<file path="config.mk">
export PLATFORM = sky130hd
export DESIGN_NAME = cpu
export DESIGN_NICKNAME = d
export VERILOG_FILES = /design/src/common/lc3b_pkg.sv /design/src/cpu/cpu_control.sv /design/src/cpu/cpu_datapath.sv /design/src/hdl/alu.sv /design/src/hdl/cpu.sv /design/src/hdl/regfile.sv
export SDC_FILE = /design/constraint.sdc
export NUM_CORES = 1
export LEC_CHECK = 0
export ABC_AREA = 1
export ABC_CLOCK_PERIOD_IN_PS = 14200
export BUFFER_PORTS_ARGS = -buffer_cell sky130_fd_sc_hd__buf_2
export CORE_MARGIN = 1
export CORE_UTILIZATION = 62
export CTS_BUF_LIST = sky130_fd_sc_hd__clkbuf_8
export CTS_CLUSTER_DIAMETER = 40
export DETAILED_ROUTE_END_ITERATION = 8
export PLACE_DENSITY = 0.79
export SETUP_SLACK_MARGIN = 0.3
export SLEW_MARGIN = 10
export SYNTH_ARGS = -nofsm -noshare
export SYNTH_HDL_FRONTEND = slang
export SYNTH_SLANG_ARGS = --single-unit
</file>
<file path="constraint.sdc">
create_clock -name clk -period 14.2 [get_ports clk]
set_input_delay 2.84 -clock clk [delete_from_list [all_inputs] [get_ports clk]]
set_output_delay 2.84 -clock clk [all_outputs]
set_load 0.005 [all_outputs]
</file>
<file path="src/common/lc3b_pkg.sv">
package lc3b_pkg;

    // Basic widths
    typedef logic [15:0] lc3b_word;
    typedef logic [2:0]  lc3b_reg;
    typedef logic [2:0]  lc3b_nzp;

    // LC-3b opcode field, IR[15:12]
    // Only the supported subset is named; anything else decodes as a NOP
    typedef enum logic [3:0] {
        op_br  = 4'b0000,
        op_add = 4'b0001,
        op_and = 4'b0101,
        op_ldr = 4'b0110,
        op_str = 4'b0111,
        op_not = 4'b1001,
        op_jmp = 4'b1100,
        op_lea = 4'b1110
    } lc3b_opcode;

    // ALU operation
    typedef enum logic [1:0] {
        alu_add,
        alu_and,
        alu_not,
        alu_pass
    } alu_op_e;

    // ALU B operand source
    typedef enum logic [1:0] {
        sel_reg,
        sel_imm5,
        sel_off6
    } alumux_sel_e;

    // Register file write-back source
    typedef enum logic [1:0] {
        wb_alu,
        wb_mdr,
        wb_pcoff
    } wbmux_sel_e;

    // Shared memory port phase within one pipeline step
    typedef enum logic {
        phase_data  = 1'b0,
        phase_fetch = 1'b1
    } mem_phase_e;

endpackage : lc3b_pkg

</file>
<file path="src/cpu/cpu_control.sv">
module cpu_control
    import lc3b_pkg::*;
(
    input  lc3b_opcode  opcode,
    input  logic        ir_5,
    output alu_op_e     alu_op,
    output alumux_sel_e alumux_sel,
    output wbmux_sel_e  wbmux_sel,
    output logic        load_regfile,
    output logic        load_cc,
    output logic        mem_rd,
    output logic        mem_wr,
    output logic        is_branch,
    output logic        is_jmp
);

    always_comb begin
        // Inactive levels, also used for unsupported opcodes
        alu_op       = alu_add;
        alumux_sel   = sel_reg;
        wbmux_sel    = wb_alu;
        load_regfile = 1'b0;
        load_cc      = 1'b0;
        mem_rd       = 1'b0;
        mem_wr       = 1'b0;
        is_branch    = 1'b0;
        is_jmp       = 1'b0;

        case (opcode)
            op_add, op_and: begin
                alu_op       = (opcode == op_add) ? alu_add : alu_and;
                // IR[5] picks imm5 over SR2
                alumux_sel   = ir_5 ? sel_imm5 : sel_reg;
                load_regfile = 1'b1;
                load_cc      = 1'b1;
            end
            op_not: begin
                alu_op       = alu_not;
                load_regfile = 1'b1;
                load_cc      = 1'b1;
            end
            op_ldr: begin
                alumux_sel   = sel_off6;
                wbmux_sel    = wb_mdr;
                load_regfile = 1'b1;
                load_cc      = 1'b1;
                mem_rd       = 1'b1;
            end
            op_str: begin
                alumux_sel = sel_off6;
                mem_wr     = 1'b1;
            end
            op_lea: begin
                wbmux_sel    = wb_pcoff;
                load_regfile = 1'b1;
                load_cc      = 1'b1;
            end
            op_br: begin
                is_branch = 1'b1;
            end
            op_jmp: begin
                // Base register comes through on the B operand
                alu_op = alu_pass;
                is_jmp = 1'b1;
            end
            default: ;
        endcase
    end

endmodule : cpu_control

</file>
<file path="src/cpu/cpu_datapath.sv">
module cpu_datapath
    import lc3b_pkg::*;
#(
    parameter lc3b_word reset_vector = 16'h0000
)
(
    input  logic        clk,
    input  logic        arst_n,
    input  alu_op_e     alu_op,
    input  alumux_sel_e alumux_sel,
    input  wbmux_sel_e  wbmux_sel,
    input  logic        load_regfile,
    input  logic        load_cc,
    input  logic        mem_rd,
    input  logic        mem_wr,
    input  logic        is_branch,
    input  logic        is_jmp,
    output lc3b_opcode  opcode,
    output logic        ir_5,
    input  logic        mem_resp,
    input  lc3b_word    mem_rdata,
    output logic        mem_read,
    output logic        mem_write,
    output lc3b_word    mem_address,
    output lc3b_word    mem_wdata
);

    mem_phase_e phase;
    logic       idle, advance, branch_taken;
    lc3b_word   pc, pc_plus2, pc_next, mdr;

    logic     ifid_valid;
    lc3b_word ifid_pc, ifid_ir;
    lc3b_reg  src_b;
    lc3b_word reg_a, reg_b;

    logic        idex_valid, idex_load_regfile, idex_load_cc, idex_mem_rd, idex_mem_wr;
    logic        idex_is_branch, idex_is_jmp;
    lc3b_word    idex_pc, idex_ir, idex_a, idex_b;
    alu_op_e     idex_alu_op;
    alumux_sel_e idex_alumux_sel;
    wbmux_sel_e  idex_wbmux_sel;
    lc3b_word    alumux_out, alu_out;

    logic       exmem_valid, exmem_load_regfile, exmem_load_cc, exmem_mem_rd, exmem_mem_wr;
    logic       exmem_is_branch, exmem_is_jmp;
    lc3b_word   exmem_pc, exmem_ir, exmem_alu, exmem_wdata;
    wbmux_sel_e exmem_wbmux_sel;

    logic       memwb_valid, memwb_load_regfile, memwb_load_cc, memwb_is_branch, memwb_is_jmp;
    lc3b_word   memwb_pc, memwb_ir, memwb_alu, memwb_mdr;
    wbmux_sel_e memwb_wbmux_sel;
    lc3b_word   pc_offset, wb_value, wb_data;
    lc3b_nzp    wb_nzp, cc;

    // Port sequencer: optional data phase, then the fetch that advances everything
    assign advance     = mem_resp & (phase == phase_fetch);
    assign mem_read    = ~idle & ((phase == phase_fetch) | exmem_mem_rd);
    assign mem_write   = ~idle & (phase == phase_data) & exmem_mem_wr;
    assign mem_address = (phase == phase_data) ? exmem_alu : pc;
    assign mem_wdata   = exmem_wdata;

    always_ff @(posedge clk or negedge arst_n) begin
        if (!arst_n) begin
            phase <= phase_fetch;
            idle  <= 1'b1;
        end else begin
            // One quiet cycle after every response
            idle <= mem_resp;
            if (advance)
                phase <= (idex_valid & (idex_mem_rd | idex_mem_wr)) ? phase_data : phase_fetch;
            else if (mem_resp)
                phase <= phase_fetch;
        end
    end

    always_ff @(posedge clk) begin
        if (mem_resp & (phase == phase_data) & exmem_mem_rd)
            mdr <= mem_rdata;
    end

    // PC and branch resolution in WB
    assign pc_plus2     = pc + 16'd2;
    assign pc_offset    = memwb_pc + {{6{memwb_ir[8]}}, memwb_ir[8:0], 1'b0};
    assign branch_taken = memwb_valid & (memwb_is_jmp | (memwb_is_branch & |(memwb_ir[11:9] & cc)));
    assign pc_next      = !branch_taken ? pc_plus2 : (memwb_is_jmp ? memwb_alu : pc_offset);

    always_ff @(posedge clk or negedge arst_n) begin
        if (!arst_n) begin
            pc          <= reset_vector;
            cc          <= 3'b010;
            ifid_valid  <= 1'b0;
            idex_valid  <= 1'b0;
            exmem_valid <= 1'b0;
            memwb_valid <= 1'b0;
        end else if (advance) begin
            pc          <= pc_next;
            ifid_valid  <= 1'b1;
            idex_valid  <= ifid_valid;
            exmem_valid <= idex_valid;
            memwb_valid <= exmem_valid;
            if (memwb_valid & memwb_load_cc)
                cc <= wb_nzp;
        end
    end

    // ID stage
    assign opcode = lc3b_opcode'(ifid_ir[15:12]);
    assign ir_5   = ifid_ir[5];
    // STR reads its source at IR[11:9], JMP its base at IR[8:6]
    assign src_b  = (opcode == op_str) ? ifid_ir[11:9] :
                    (opcode == op_jmp) ? ifid_ir[8:6] : ifid_ir[2:0];

    regfile u_regfile (
        .clk    (clk),
        .arst_n (arst_n),
        .load   (advance & memwb_valid & memwb_load_regfile),
        .dest   (memwb_ir[11:9]),
        .in     (wb_data),
        .src_a  (ifid_ir[8:6]),
        .src_b  (src_b),
        .reg_a  (reg_a),
        .reg_b  (reg_b)
    );

    // EX stage
    always_comb begin
        case (idex_alumux_sel)
            sel_imm5: alumux_out = {{11{idex_ir[4]}}, idex_ir[4:0]};
            sel_off6: alumux_out = {{9{idex_ir[5]}}, idex_ir[5:0], 1'b0};
            default:  alumux_out = idex_b;
        endcase
    end

    alu u_alu (
        .aluop (idex_alu_op),
        .a     (idex_a),
        .b     (alumux_out),
        .f     (alu_out),
        .nzp   ()
    );

    // WB stage value, passed through a second ALU for the condition codes
    always_comb begin
        case (memwb_wbmux_sel)
            wb_mdr:   wb_value = memwb_mdr;
            wb_pcoff: wb_value = pc_offset;
            default:  wb_value = memwb_alu;
        endcase
    end

    alu u_cc_alu (
        .aluop (alu_pass),
        .a     (16'h0000),
        .b     (wb_value),
        .f     (wb_data),
        .nzp   (wb_nzp)
    );

    // Pipeline payload, gated by the valid bits above
    always_ff @(posedge clk) begin
        if (advance) begin
            ifid_pc            <= pc_plus2;
            ifid_ir            <= mem_rdata;

            idex_pc            <= ifid_pc;
            idex_ir            <= ifid_ir;
            idex_a             <= reg_a;
            idex_b             <= reg_b;
            idex_alu_op        <= alu_op;
            idex_alumux_sel    <= alumux_sel;
            idex_wbmux_sel     <= wbmux_sel;
            idex_load_regfile  <= load_regfile;
            idex_load_cc       <= load_cc;
            idex_mem_rd        <= mem_rd;
            idex_mem_wr        <= mem_wr;
            idex_is_branch     <= is_branch;
            idex_is_jmp        <= is_jmp;

            exmem_pc           <= idex_pc;
            exmem_ir           <= idex_ir;
            exmem_alu          <= alu_out;
            exmem_wdata        <= idex_b;
            exmem_wbmux_sel    <= idex_wbmux_sel;
            exmem_load_regfile <= idex_load_regfile;
            exmem_load_cc      <= idex_load_cc;
            exmem_mem_rd       <= idex_mem_rd;
            exmem_mem_wr       <= idex_mem_wr;
            exmem_is_branch    <= idex_is_branch;
            exmem_is_jmp       <= idex_is_jmp;

            memwb_pc           <= exmem_pc;
            memwb_ir           <= exmem_ir;
            memwb_alu          <= exmem_alu;
            memwb_mdr          <= mdr;
            memwb_wbmux_sel    <= exmem_wbmux_sel;
            memwb_load_regfile <= exmem_load_regfile;
            memwb_load_cc      <= exmem_load_cc;
            memwb_is_branch    <= exmem_is_branch;
            memwb_is_jmp       <= exmem_is_jmp;
        end
    end

endmodule : cpu_datapath

</file>
<file path="src/hdl/alu.sv">
module alu
    import lc3b_pkg::*;
(
    input  alu_op_e  aluop,
    input  lc3b_word a,
    input  lc3b_word b,
    output lc3b_word f,
    output lc3b_nzp  nzp
);

    always_comb begin
        case (aluop)
            alu_add: f = a + b;
            alu_and: f = a & b;
            alu_not: f = ~a;
            default: f = b;
        endcase
    end

    // Condition codes of the result
    assign nzp[2] = f[15];
    assign nzp[1] = (f == 16'h0000);
    assign nzp[0] = ~f[15] & (f != 16'h0000);

endmodule : alu

</file>
<file path="src/hdl/cpu.sv">
module cpu
    import lc3b_pkg::*;
#(
    parameter lc3b_word reset_vector = 16'h0000
)
(
    input  logic     clk,
    input  logic     arst_n,
    input  logic     mem_resp,
    input  lc3b_word mem_rdata,
    output logic     mem_read,
    output logic     mem_write,
    output lc3b_word mem_address,
    output lc3b_word mem_wdata
);

    lc3b_opcode  opcode;
    logic        ir_5;
    alu_op_e     alu_op;
    alumux_sel_e alumux_sel;
    wbmux_sel_e  wbmux_sel;
    logic        load_regfile, load_cc, mem_rd, mem_wr, is_branch, is_jmp;

    cpu_control u_control (
        .opcode       (opcode),
        .ir_5         (ir_5),
        .alu_op       (alu_op),
        .alumux_sel   (alumux_sel),
        .wbmux_sel    (wbmux_sel),
        .load_regfile (load_regfile),
        .load_cc      (load_cc),
        .mem_rd       (mem_rd),
        .mem_wr       (mem_wr),
        .is_branch    (is_branch),
        .is_jmp       (is_jmp)
    );

    cpu_datapath #(
        .reset_vector (reset_vector)
    ) u_datapath (
        .clk          (clk),
        .arst_n       (arst_n),
        .alu_op       (alu_op),
        .alumux_sel   (alumux_sel),
        .wbmux_sel    (wbmux_sel),
        .load_regfile (load_regfile),
        .load_cc      (load_cc),
        .mem_rd       (mem_rd),
        .mem_wr       (mem_wr),
        .is_branch    (is_branch),
        .is_jmp       (is_jmp),
        .opcode       (opcode),
        .ir_5         (ir_5),
        .mem_resp     (mem_resp),
        .mem_rdata    (mem_rdata),
        .mem_read     (mem_read),
        .mem_write    (mem_write),
        .mem_address  (mem_address),
        .mem_wdata    (mem_wdata)
    );

endmodule : cpu

</file>
<file path="src/hdl/regfile.sv">
module regfile
    import lc3b_pkg::*;
(
    input  logic     clk,
    input  logic     arst_n,
    input  logic     load,
    input  lc3b_reg  dest,
    input  lc3b_word in,
    input  lc3b_reg  src_a,
    input  lc3b_reg  src_b,
    output lc3b_word reg_a,
    output lc3b_word reg_b
);

    lc3b_word regs [8];

    always_ff @(posedge clk or negedge arst_n) begin
        if (!arst_n) begin
            for (int i = 0; i < 8; i++)
                regs[i] <= '0;
        end else if (load) begin
            regs[dest] <= in;
        end
    end

    // Write-through so ID sees the WB result in the same cycle
    assign reg_a = (load && dest == src_a) ? in : regs[src_a];
    assign reg_b = (load && dest == src_b) ? in : regs[src_b];

endmodule : regfile

</file>
# After elaboration in Yosys (flattened, before gate mapping)
# Cells that the tools add are included.
# op_classes
addsub	3
n_lt_le_gt_ge	4
eq_ne	15
muxes	32
n_bitwise	25
reduce_logical	13
# op_table
operator	count
16-bit two-way mux	10
128-bit bitwise mux	1
16-bit binary-select mux with 3-bit select	2
16-bit one-hot mux with 2 select lines	2
16-bit demux with 3-bit select	1
16-bit one-hot mux with 3 select lines	1
16-bit adder	2
16-bit by 2-bit adder with 16-bit output, second input constant	1
16-bit bitwise AND	1
16-bit zero test	1
16-bit NOT	1
16-bit nonzero test	1
1-bit bitwise AND	13
4-bit by 3-bit equality test with 1-bit output, second input constant	3
4-bit equality test, second input constant	3
4-bit >= comparator, second input constant	3
3-bit NOT with 4-bit output	3
1-bit two-way mux	10
2-bit one-hot mux with 2 select lines	2
2-bit by 1-bit equality test with 1-bit output, second input constant	3
2-bit equality test, second input constant	3
3-bit equality test	2
3-bit two-way mux	2
2-bit one-hot mux with 3 select lines	1
13 further kinds	20
# totals
regBits	404
in_bits	19
out_inout_bits	34
wordCells	141

# Longest topological paths before layout
# Gate-level depths: netlist of run 1.
# depth
word_depth	8
mapped_depth	22
ltp_nobuf	21

# Modules after synthesis
# A second synthesis of run 1 with hierarchy kept.
# unflattened
hier_cells	2666
area_unflattened_um2	21896.0
# modules_own_cells
module	instances	cells_per_inst	area_per_inst_um2	seq_area_each_um2
cpu_datapath	1	838	11058.1	8256.7
regfile	1	1198	7813.7	3203.1
alu	2	299	1445.1	0.0
cpu_control	1	32	133.9	0.0

# Worst setup path before layout of run 1
# Ideal clock, no wire load.
# synth_timing
kind	input to register
startpoint	input mem_resp
endpoint	register u_datapath.exmem_valid
setup_time_ps	453
arrival_time_ps	9832
required_ps	13747
path_slack_ps	3915
path_stages	4
n_path_buf	1
path_cell_list	nand2_2 -> inv_2 -> clkbuf_1 -> o21ai_0
# synth_via
elab_chain_len	1
# synth_lines
item	line	source
start: declaration	cpu.sv:9	input logic mem_resp,
1-bit bitwise AND	cpu_datapath.sv:57	assign advance = mem_resp & (phase == phase_fetch);
net u_datapath.advance	cpu_datapath.sv:29	logic idle, advance, branch_taken;
end signal: assignment	cpu_datapath.sv:100	exmem_valid <= idex_valid;
end: declaration	cpu_datapath.sv:45	logic exmem_valid, exmem_load_regfile, exmem_load_cc, exmem_mem_rd, exmem_mem_wr;
# The timed path passes the listed nets, and every way through them passes these cells.
# A chain may end at the register's enable or synchronous reset.

# Final worst setup path of run 1
# layout_timing
startpoint	register u_datapath.phase
endpoint	output mem_address[8]
# layout_via
elab_chain_len	1
# layout_lines
item	line	source
start: declaration	cpu_datapath.sv:28	mem_phase_e phase;
start signal: assignment	cpu_datapath.sv:65	phase <= phase_fetch;
start signal: assignment	cpu_datapath.sv:71	phase <= (idex_valid & (idex_mem_rd | idex_mem_wr)) ? phase_data : phase_fetch;
start signal: assignment	cpu_datapath.sv:73	phase <= phase_fetch;
16-bit two-way mux	cpu_datapath.sv:60	assign mem_address = (phase == phase_data) ? exmem_alu : pc;
end: declaration	cpu.sv:13	output lc3b_word mem_address,
# No other way between the ends.

==> results of run 1 <==
-- metrics by stage --
| step | hold slack, ns | total power, mW | std cells | area, µm² | setup WS (ns) |
|---|---|---|---|---|---|
| final | 0.396 | 4.18 | 2518 | 21300 | 8.87 |
| after global routing | 0.406 | 4.43 | 2518 | 21300 | 8.81 |
| after CTS | 0.393 | 4.17 | 2518 | 21300 | 8.88 |
| after detailed placement | 0.405 | 3.08 | 2391 | 19800 | 8.45 |
| after global placement | 0.400 | 3.02 | 2391 | 19800 | 8.62 |
| after floorplan | 0.400 | 2.73 | 2032 | 19500 | 3.92 |
-- routing by layer --
layer | wire length [µm] | vias to the layer above | global-route usage
met5 | 0 | - | 0
met4 | 1420 | 0 | 0.113
met2 | 22600 | 798 | 0.491
met1 | 19900 | 7081 | 0.423
met3 | 4280 | 124 | 0.0515
li1 | - | 7076 | -
-- logic make-up after synthesis --
family	count (synthesis)	synth area share
adder cells (fa/ha/maj)	37	0.0246
buffers and inverters	293	0.0645
flip-flops	404	0.584
AO/OA/AOI/OAI	571	0.168
AND/OR/NAND/NOR	711	0.152
XOR/XNOR	16	0.00720
-- layout make-up --
type	instances	share of cell area
clock buffer	79	0.0511
clock inverter	48	0.0171
multi-input combinational	1335	0.322
inverter	187	0.0336
sequential	404	0.535
tap	396	0.0233
timing repair buffer	69	0.0185
-- power breakdown --
part | total (mW) | internal [mW] | switching [mW]
clock network | 1.09 | 0.595 | 0.491
registers | 1.87 | 1.65 | 0.219
logic | 1.23 | 0.414 | 0.812
-- final timing paths --
path,startpoint,end,slack (ns),depth (start not counted)
setup / recovery,u_datapath.phase,mem_address[8],8.87,3
hold / removal,u_datapath.mdr[12],u_datapath.memwb_mdr[12],0.40,0
setup reg to reg,u_datapath.idex_alumux_sel[1],u_datapath.exmem_alu[12],10.21,19
hold reg to reg,u_datapath.mdr[12],u_datapath.memwb_mdr[12],0.40,0
max in group asynchronous,arst_n,u_datapath.u_regfile.regs[37],10.40,2
min in group asynchronous,arst_n,u_datapath.u_regfile.regs[12],2.29,1
-- Yosys cell counts (10+ instances only) --
master       n
o2111ai_1   10
o211ai_1    37
ha_1        35
xor2_1      14
nand4_1     11
clkbuf_1    69
dfrtp_1    150
edfxtp_1   251
o21ai_1     48
nor2_1     106
o21ai_2     24
nand3_1     77
a21oi_1    101
inv_1      175
buf_6       13
buf_2       17
o22ai_1     25
nand2_1    473
o21ai_0    294
-- worst max-delay path, stage by stage, from the launching register on --
cell     delay [ns]
dfstp_2        0.68
inv_1          0.49
o21ai_0        0.51
buf_2          0.19
-- sequential cells by signal, indices dropped and copies added (netlist names), 2 cells and up --
signal / cells
u_datapath.cc: 3
u_datapath.exmem_alu: 16
u_datapath.exmem_ir: 12
u_datapath.exmem_pc: 16
u_datapath.exmem_wbmux_sel: 2
u_datapath.idex_a: 16
u_datapath.idex_alu_op: 2
u_datapath.idex_alumux_sel: 2
u_datapath.idex_b: 16
u_datapath.idex_ir: 12
u_datapath.idex_pc: 16
u_datapath.idex_wbmux_sel: 2
u_datapath.ifid_ir: 16
u_datapath.ifid_pc: 16
u_datapath.mdr: 16
u_datapath.mem_wdata: 16
u_datapath.memwb_alu: 16
u_datapath.memwb_ir: 12
u_datapath.memwb_mdr: 16
u_datapath.memwb_pc: 16
u_datapath.memwb_wbmux_sel: 2
u_datapath.pc: 16
u_datapath.u_regfile.regs: 128
==> run metrics, run 1 <==
Synth area leader=edfxtp_1; Seq cells post-synth=404; CORE AREA=~30000 µm²; drt first pass iters=9; CTS sink count=404; Hold Fails Final Rpt=0; WP data required=11.36 ns; Mapped Cells=2032; number of global-route vias before repair=14000; crit-path max FO=31; Rel. slew slack=0.281; number of distinct library cells after synthesis=55; Slew @ Worst Pin=1.08 ns; vias=approximately 15000; register area=11400 µm²; Yosys top cell area share=0.387; Cell Rows=64; Syn Area/Cell=~9.6 µm²; Syn Nets=2088; Worst-path clk slew=0.06 ns; largest net degree at the start of global routing=~110; Initial Util=0.633; Main synth FF type=edfxtp_1; Routed Antenna Nets=0; Clock Path Buffers=3; min Tclk post-route=around 5.3 ns; main area contributors after synthesis=edfxtp_1 (39%), dfrtp_1 (19%), nand2_1 (9.1%); commonest non-fill, non-tap cell in the layout=nand2_1; unrepaired setup endpoints after global routing=no; Fillers=2335; Setup TNS=0 ns; share of layout cells above drive strength 1=0.111; Final Core Density=0.692; LEAKAGE=9.04 nW; Achievable Freq=188 MHz; Final #Nets=around 2100; Period Utilization, post-route=0.376; Startpoint Class=flop; final setup violation count=0; Seq/Total Area, Yosys=0.584; wire per inst=19.1 µm; # port buffers=52; final weighted congestion in routability-driven placement=0.934; ANT cells=0; area occupied by multi-input gates=slightly below 7000 µm²; CTS tree=yes; total CTS buffers=71; CTS resizes=0; critical path data arrival time=2.49 ns; failing checks=DRC; height of the die=approximately 180 µm; first-pass GRT wire length=74.9 mm; most frequent cells in the layout=nand2_1 (473), o21ai_0 (294), edfxtp_1 (251), inv_1 (204), dfrtp_1 (150); status=complete, but fails checks; worst min-delay path class=flop to flop; Slew Limit Fails=0; H-tree levels=3; Pwr Density=197 nW/µm²; Setup crit end kind=output port; crit path kind=flop to output port; Vias/cell=5.99; Die W=179 µm; root buffer cell=clkbuf_8; maximum VDD drop=0.000118 V; max_cap viols=0; asr flop ratio synth=0.379; Residual DRC=10; synthesized area=a little under 20000 µm²; die area=32100 µm²; Post-synth EDFFs=between 200 and 300; setup repair bufs after CTS=0; initial DRC count=2018; Clock Latency Late Sink=between 0.6 and 0.7 ns; Yosys warnings=0; Global Route Usage Sum=0.307; # IOs=53; hold_buf cts=0; Area Growth Syn to Fin=9.30%; number of antenna violations at the first check in global routing=0; post-DP HPWL=31.4 mm; Remaining Overflow, GRT=0; total wire length=~48 mm; skew final=between 0.03 and 0.04 ns
No activity file was read; power rests on OpenSTA's default activity.
==> inputs of run 2 (changes only) <==
--- a/config.mk
+++ b/config.mk
@@ -6,7 +6,7 @@
 export NUM_CORES = 1
 export LEC_CHECK = 0
 export ABC_AREA = 1
-export ABC_CLOCK_PERIOD_IN_PS = 14200
+export ABC_CLOCK_PERIOD_IN_PS = 5600
 export BUFFER_PORTS_ARGS = -buffer_cell sky130_fd_sc_hd__buf_2
 export CORE_MARGIN = 1
 export CORE_UTILIZATION = 62
==> constraint.sdc (replaced) <==
create_clock -name clk -period 5.6 [get_ports clk]
set_input_delay 1.12 -clock clk [delete_from_list [all_inputs] [get_ports clk]]
set_output_delay 1.12 -clock clk [all_outputs]
set_load 0.005 [all_outputs]
==> run 2 against run 1 <==
The run still ends with DRC left. Routed wire length up 0.12%. Sequential power rose to 2.5 times the previous value. Combinational power rose to 2.5 times the previous value. First-iteration DRC count down 11%.
==> run metrics, run 2 (synthesis gave the netlist of run 1 again) <==
hold_buf cts=0 (unchanged); Area after DPL=19800 µm² (about the same); CP dominant cell by count=nand2_1; crit-path max FO=20 (-35%); Vias/cell=5.95 (-0.66%); Worst path max stage delay=0.48 ns (-0.20 ns); height of the die=179 µm (unchanged); # port buffers=52 (unchanged); Global Route Usage Sum=0.312 (+0.00469); total CTS buffers=68 (-4.2%); # IOs=53 (unchanged); Die W=179 µm (unchanged); Hold Fails Final Rpt=0 (unchanged); root buffer cell=clkbuf_8; die area=32100 µm² (unchanged); H-tree levels=3 (unchanged); Slew Limit Fails=0 (unchanged); Achievable Freq=261 MHz; Top Family by Delay on Critical Path=adder cells; Slew @ Worst Pin=1.13 ns (+0.0504 ns); worst min-delay path class=flop to flop; Fillers=2340 (+0.21%); Pwr Density=489 nW/µm² (+150%); CP bufs+invs=4 (+2); drt first pass iters=8 (-1); Largest register FFs=128 (unchanged); Final #Nets=2123 (-0.047%); number of global-route vias before repair=14400 (+2.8%); Rel. slew slack=0.248 (-0.0327); skew final=0.0229 ns (-0.0146 ns); Setup TNS=0 ns (unchanged); total wire length=48.2 mm (+0.12%); Period Utilization, post-route=0.685; vias=15000 (-0.66%); Initial Util=0.633 (unchanged); Startpoint Class=flop; Routed Antenna Nets=0 (unchanged); Clock Latency Late Sink=0.60 ns (-0.02 ns); CTS resizes=0 (unchanged); unrepaired setup endpoints after global routing=no; Area Growth Syn to Fin=8.55%; area occupied by multi-input gates=6850 µm² (unchanged); min Tclk post-route=3.84 ns; met1 usage=0.410 (-0.0131); maximum VDD drop=0.000284 V (+140%); largest net degree at the start of global routing=90 (-15%); met3 Use GR=0.0536 (+0.00212); number of antenna violations at the first check in global routing=0 (unchanged); first-pass GRT wire length=75.6 mm (+0.93%); share of layout cells above drive strength 1=0.110 (-0.00141); CTS tree=yes; initial DRC count=1796 (-11%); failing checks=DRC; busiest grt layer=met2; commonest non-fill, non-tap cell in the layout=nand2_1; Cell Rows=64 (unchanged); design area=21100 µm² (-0.68%); post-DP HPWL=31.9 mm (+1.7%); Remaining Overflow, GRT=0 (unchanged); LEAKAGE=8.95 nW (-0.99%); Worst-path clk slew=0.06 ns (about the same); WP data required=5.94 ns (-5.42 ns); Clock Path Buffers=3 (unchanged); CTS sink count=404 (unchanged); final setup violation count=0 (unchanged); Top reg by flops=u_datapath.u_regfile.regs; crit path kind=flop to flop; CORE AREA=30700 µm² (unchanged); status=complete, but fails checks; register area=11400 µm² (unchanged); ANT cells=0 (unchanged); critical path data arrival time=4.18 ns (+1.69 ns); CP max stage cell=o21ai_0; final weighted congestion in routability-driven placement=0.936 (+0.21%); setup repair bufs after CTS=0 (unchanged); wire per inst=19.2 µm (+0.12%); Setup crit end kind=flop; ordered cell list for the critical path=ha_1 > inv_1 > o21ai_0 > inv_1 > ha_1 > inv_1 > fa_1 > nor2_1 > o21ai_0 > nand2_1 > inv_1 > o21ai_0 > nand2_1 > nand2_1 > nand3_1 > nand2_1 > nand2_1 > nand3_1 > nand3b_1; Residual DRC=4 (-6); most frequent cells in the layout=nand2_1 (473), o21ai_0 (294), edfxtp_1 (251), inv_1 (201), dfrtp_1 (150); met2 GRT Util=0.509 (+0.0175); max_cap viols=0 (unchanged)
==> run 2: cell count changes in the layout (fill, tap and decap cells not counted), sizes merged <==
cell,change
clkinvlp,+4
bufinv,-3
clkinv,+7
clkbuf,-3
buf,+2
inv,-7
==> run 2: where the power goes <==
part	total [mW]	switching [mW]	internal (mW)
logic	3.11	2.06	1.05
clock network	2.47	1.18	1.30
registers	4.74	0.554	4.19
==> run 2: per-stage QoR <==
step                hold slack (ns)   util  cells  setup slack [ns]  power [mW]
finish                        0.413  0.687   2518              1.76        10.3
global placement              0.400  0.645   2393              1.86        7.70
global route                  0.420  0.687   2518              1.41        11.0
CTS                           0.416  0.687   2518              1.80        10.3
floorplan                     0.400      -   2032             0.685        6.89
detailed placement            0.405  0.645   2393              1.76        7.82
==> run 2: final cells by class <==
cell class / count / share of cell area
Tap cell: 396 / 0.0235
Timing Repair Buffer: 71 / 0.0194
Sequential cell: 404 / 0.538
Multi-Input combinational cell: 1335 / 0.324
Clock inverter: 49 / 0.0116
Inverter: 187 / 0.0338
Clock buffer: 76 / 0.0495
==> run 2: final timing paths <==
check / cells after the start / start / to / slack [ns]
min in group asynchronous: 1 / arst_n / u_datapath.u_regfile.regs[94] / 0.51
setup / recovery: 19 / u_datapath.idex_alumux_sel[1] / u_datapath.exmem_alu[12] / 1.76
max in group asynchronous: 2 / arst_n / u_datapath.pc[6] / 3.99
hold reg to reg: 0 / u_datapath.exmem_pc[7] / u_datapath.memwb_pc[7] / 0.41
setup reg to reg: 19 / u_datapath.idex_alumux_sel[1] / u_datapath.exmem_alu[12] / 1.76
hold / removal: 0 / u_datapath.exmem_pc[7] / u_datapath.memwb_pc[7] / 0.41
==> run 2: layer usage <==
metal	vias to the layer above	wire length, µm
met1	7067	19600
met4	0	1650
met3	121	3870
met2	725	23100
met5	-	0
li1	7067	-
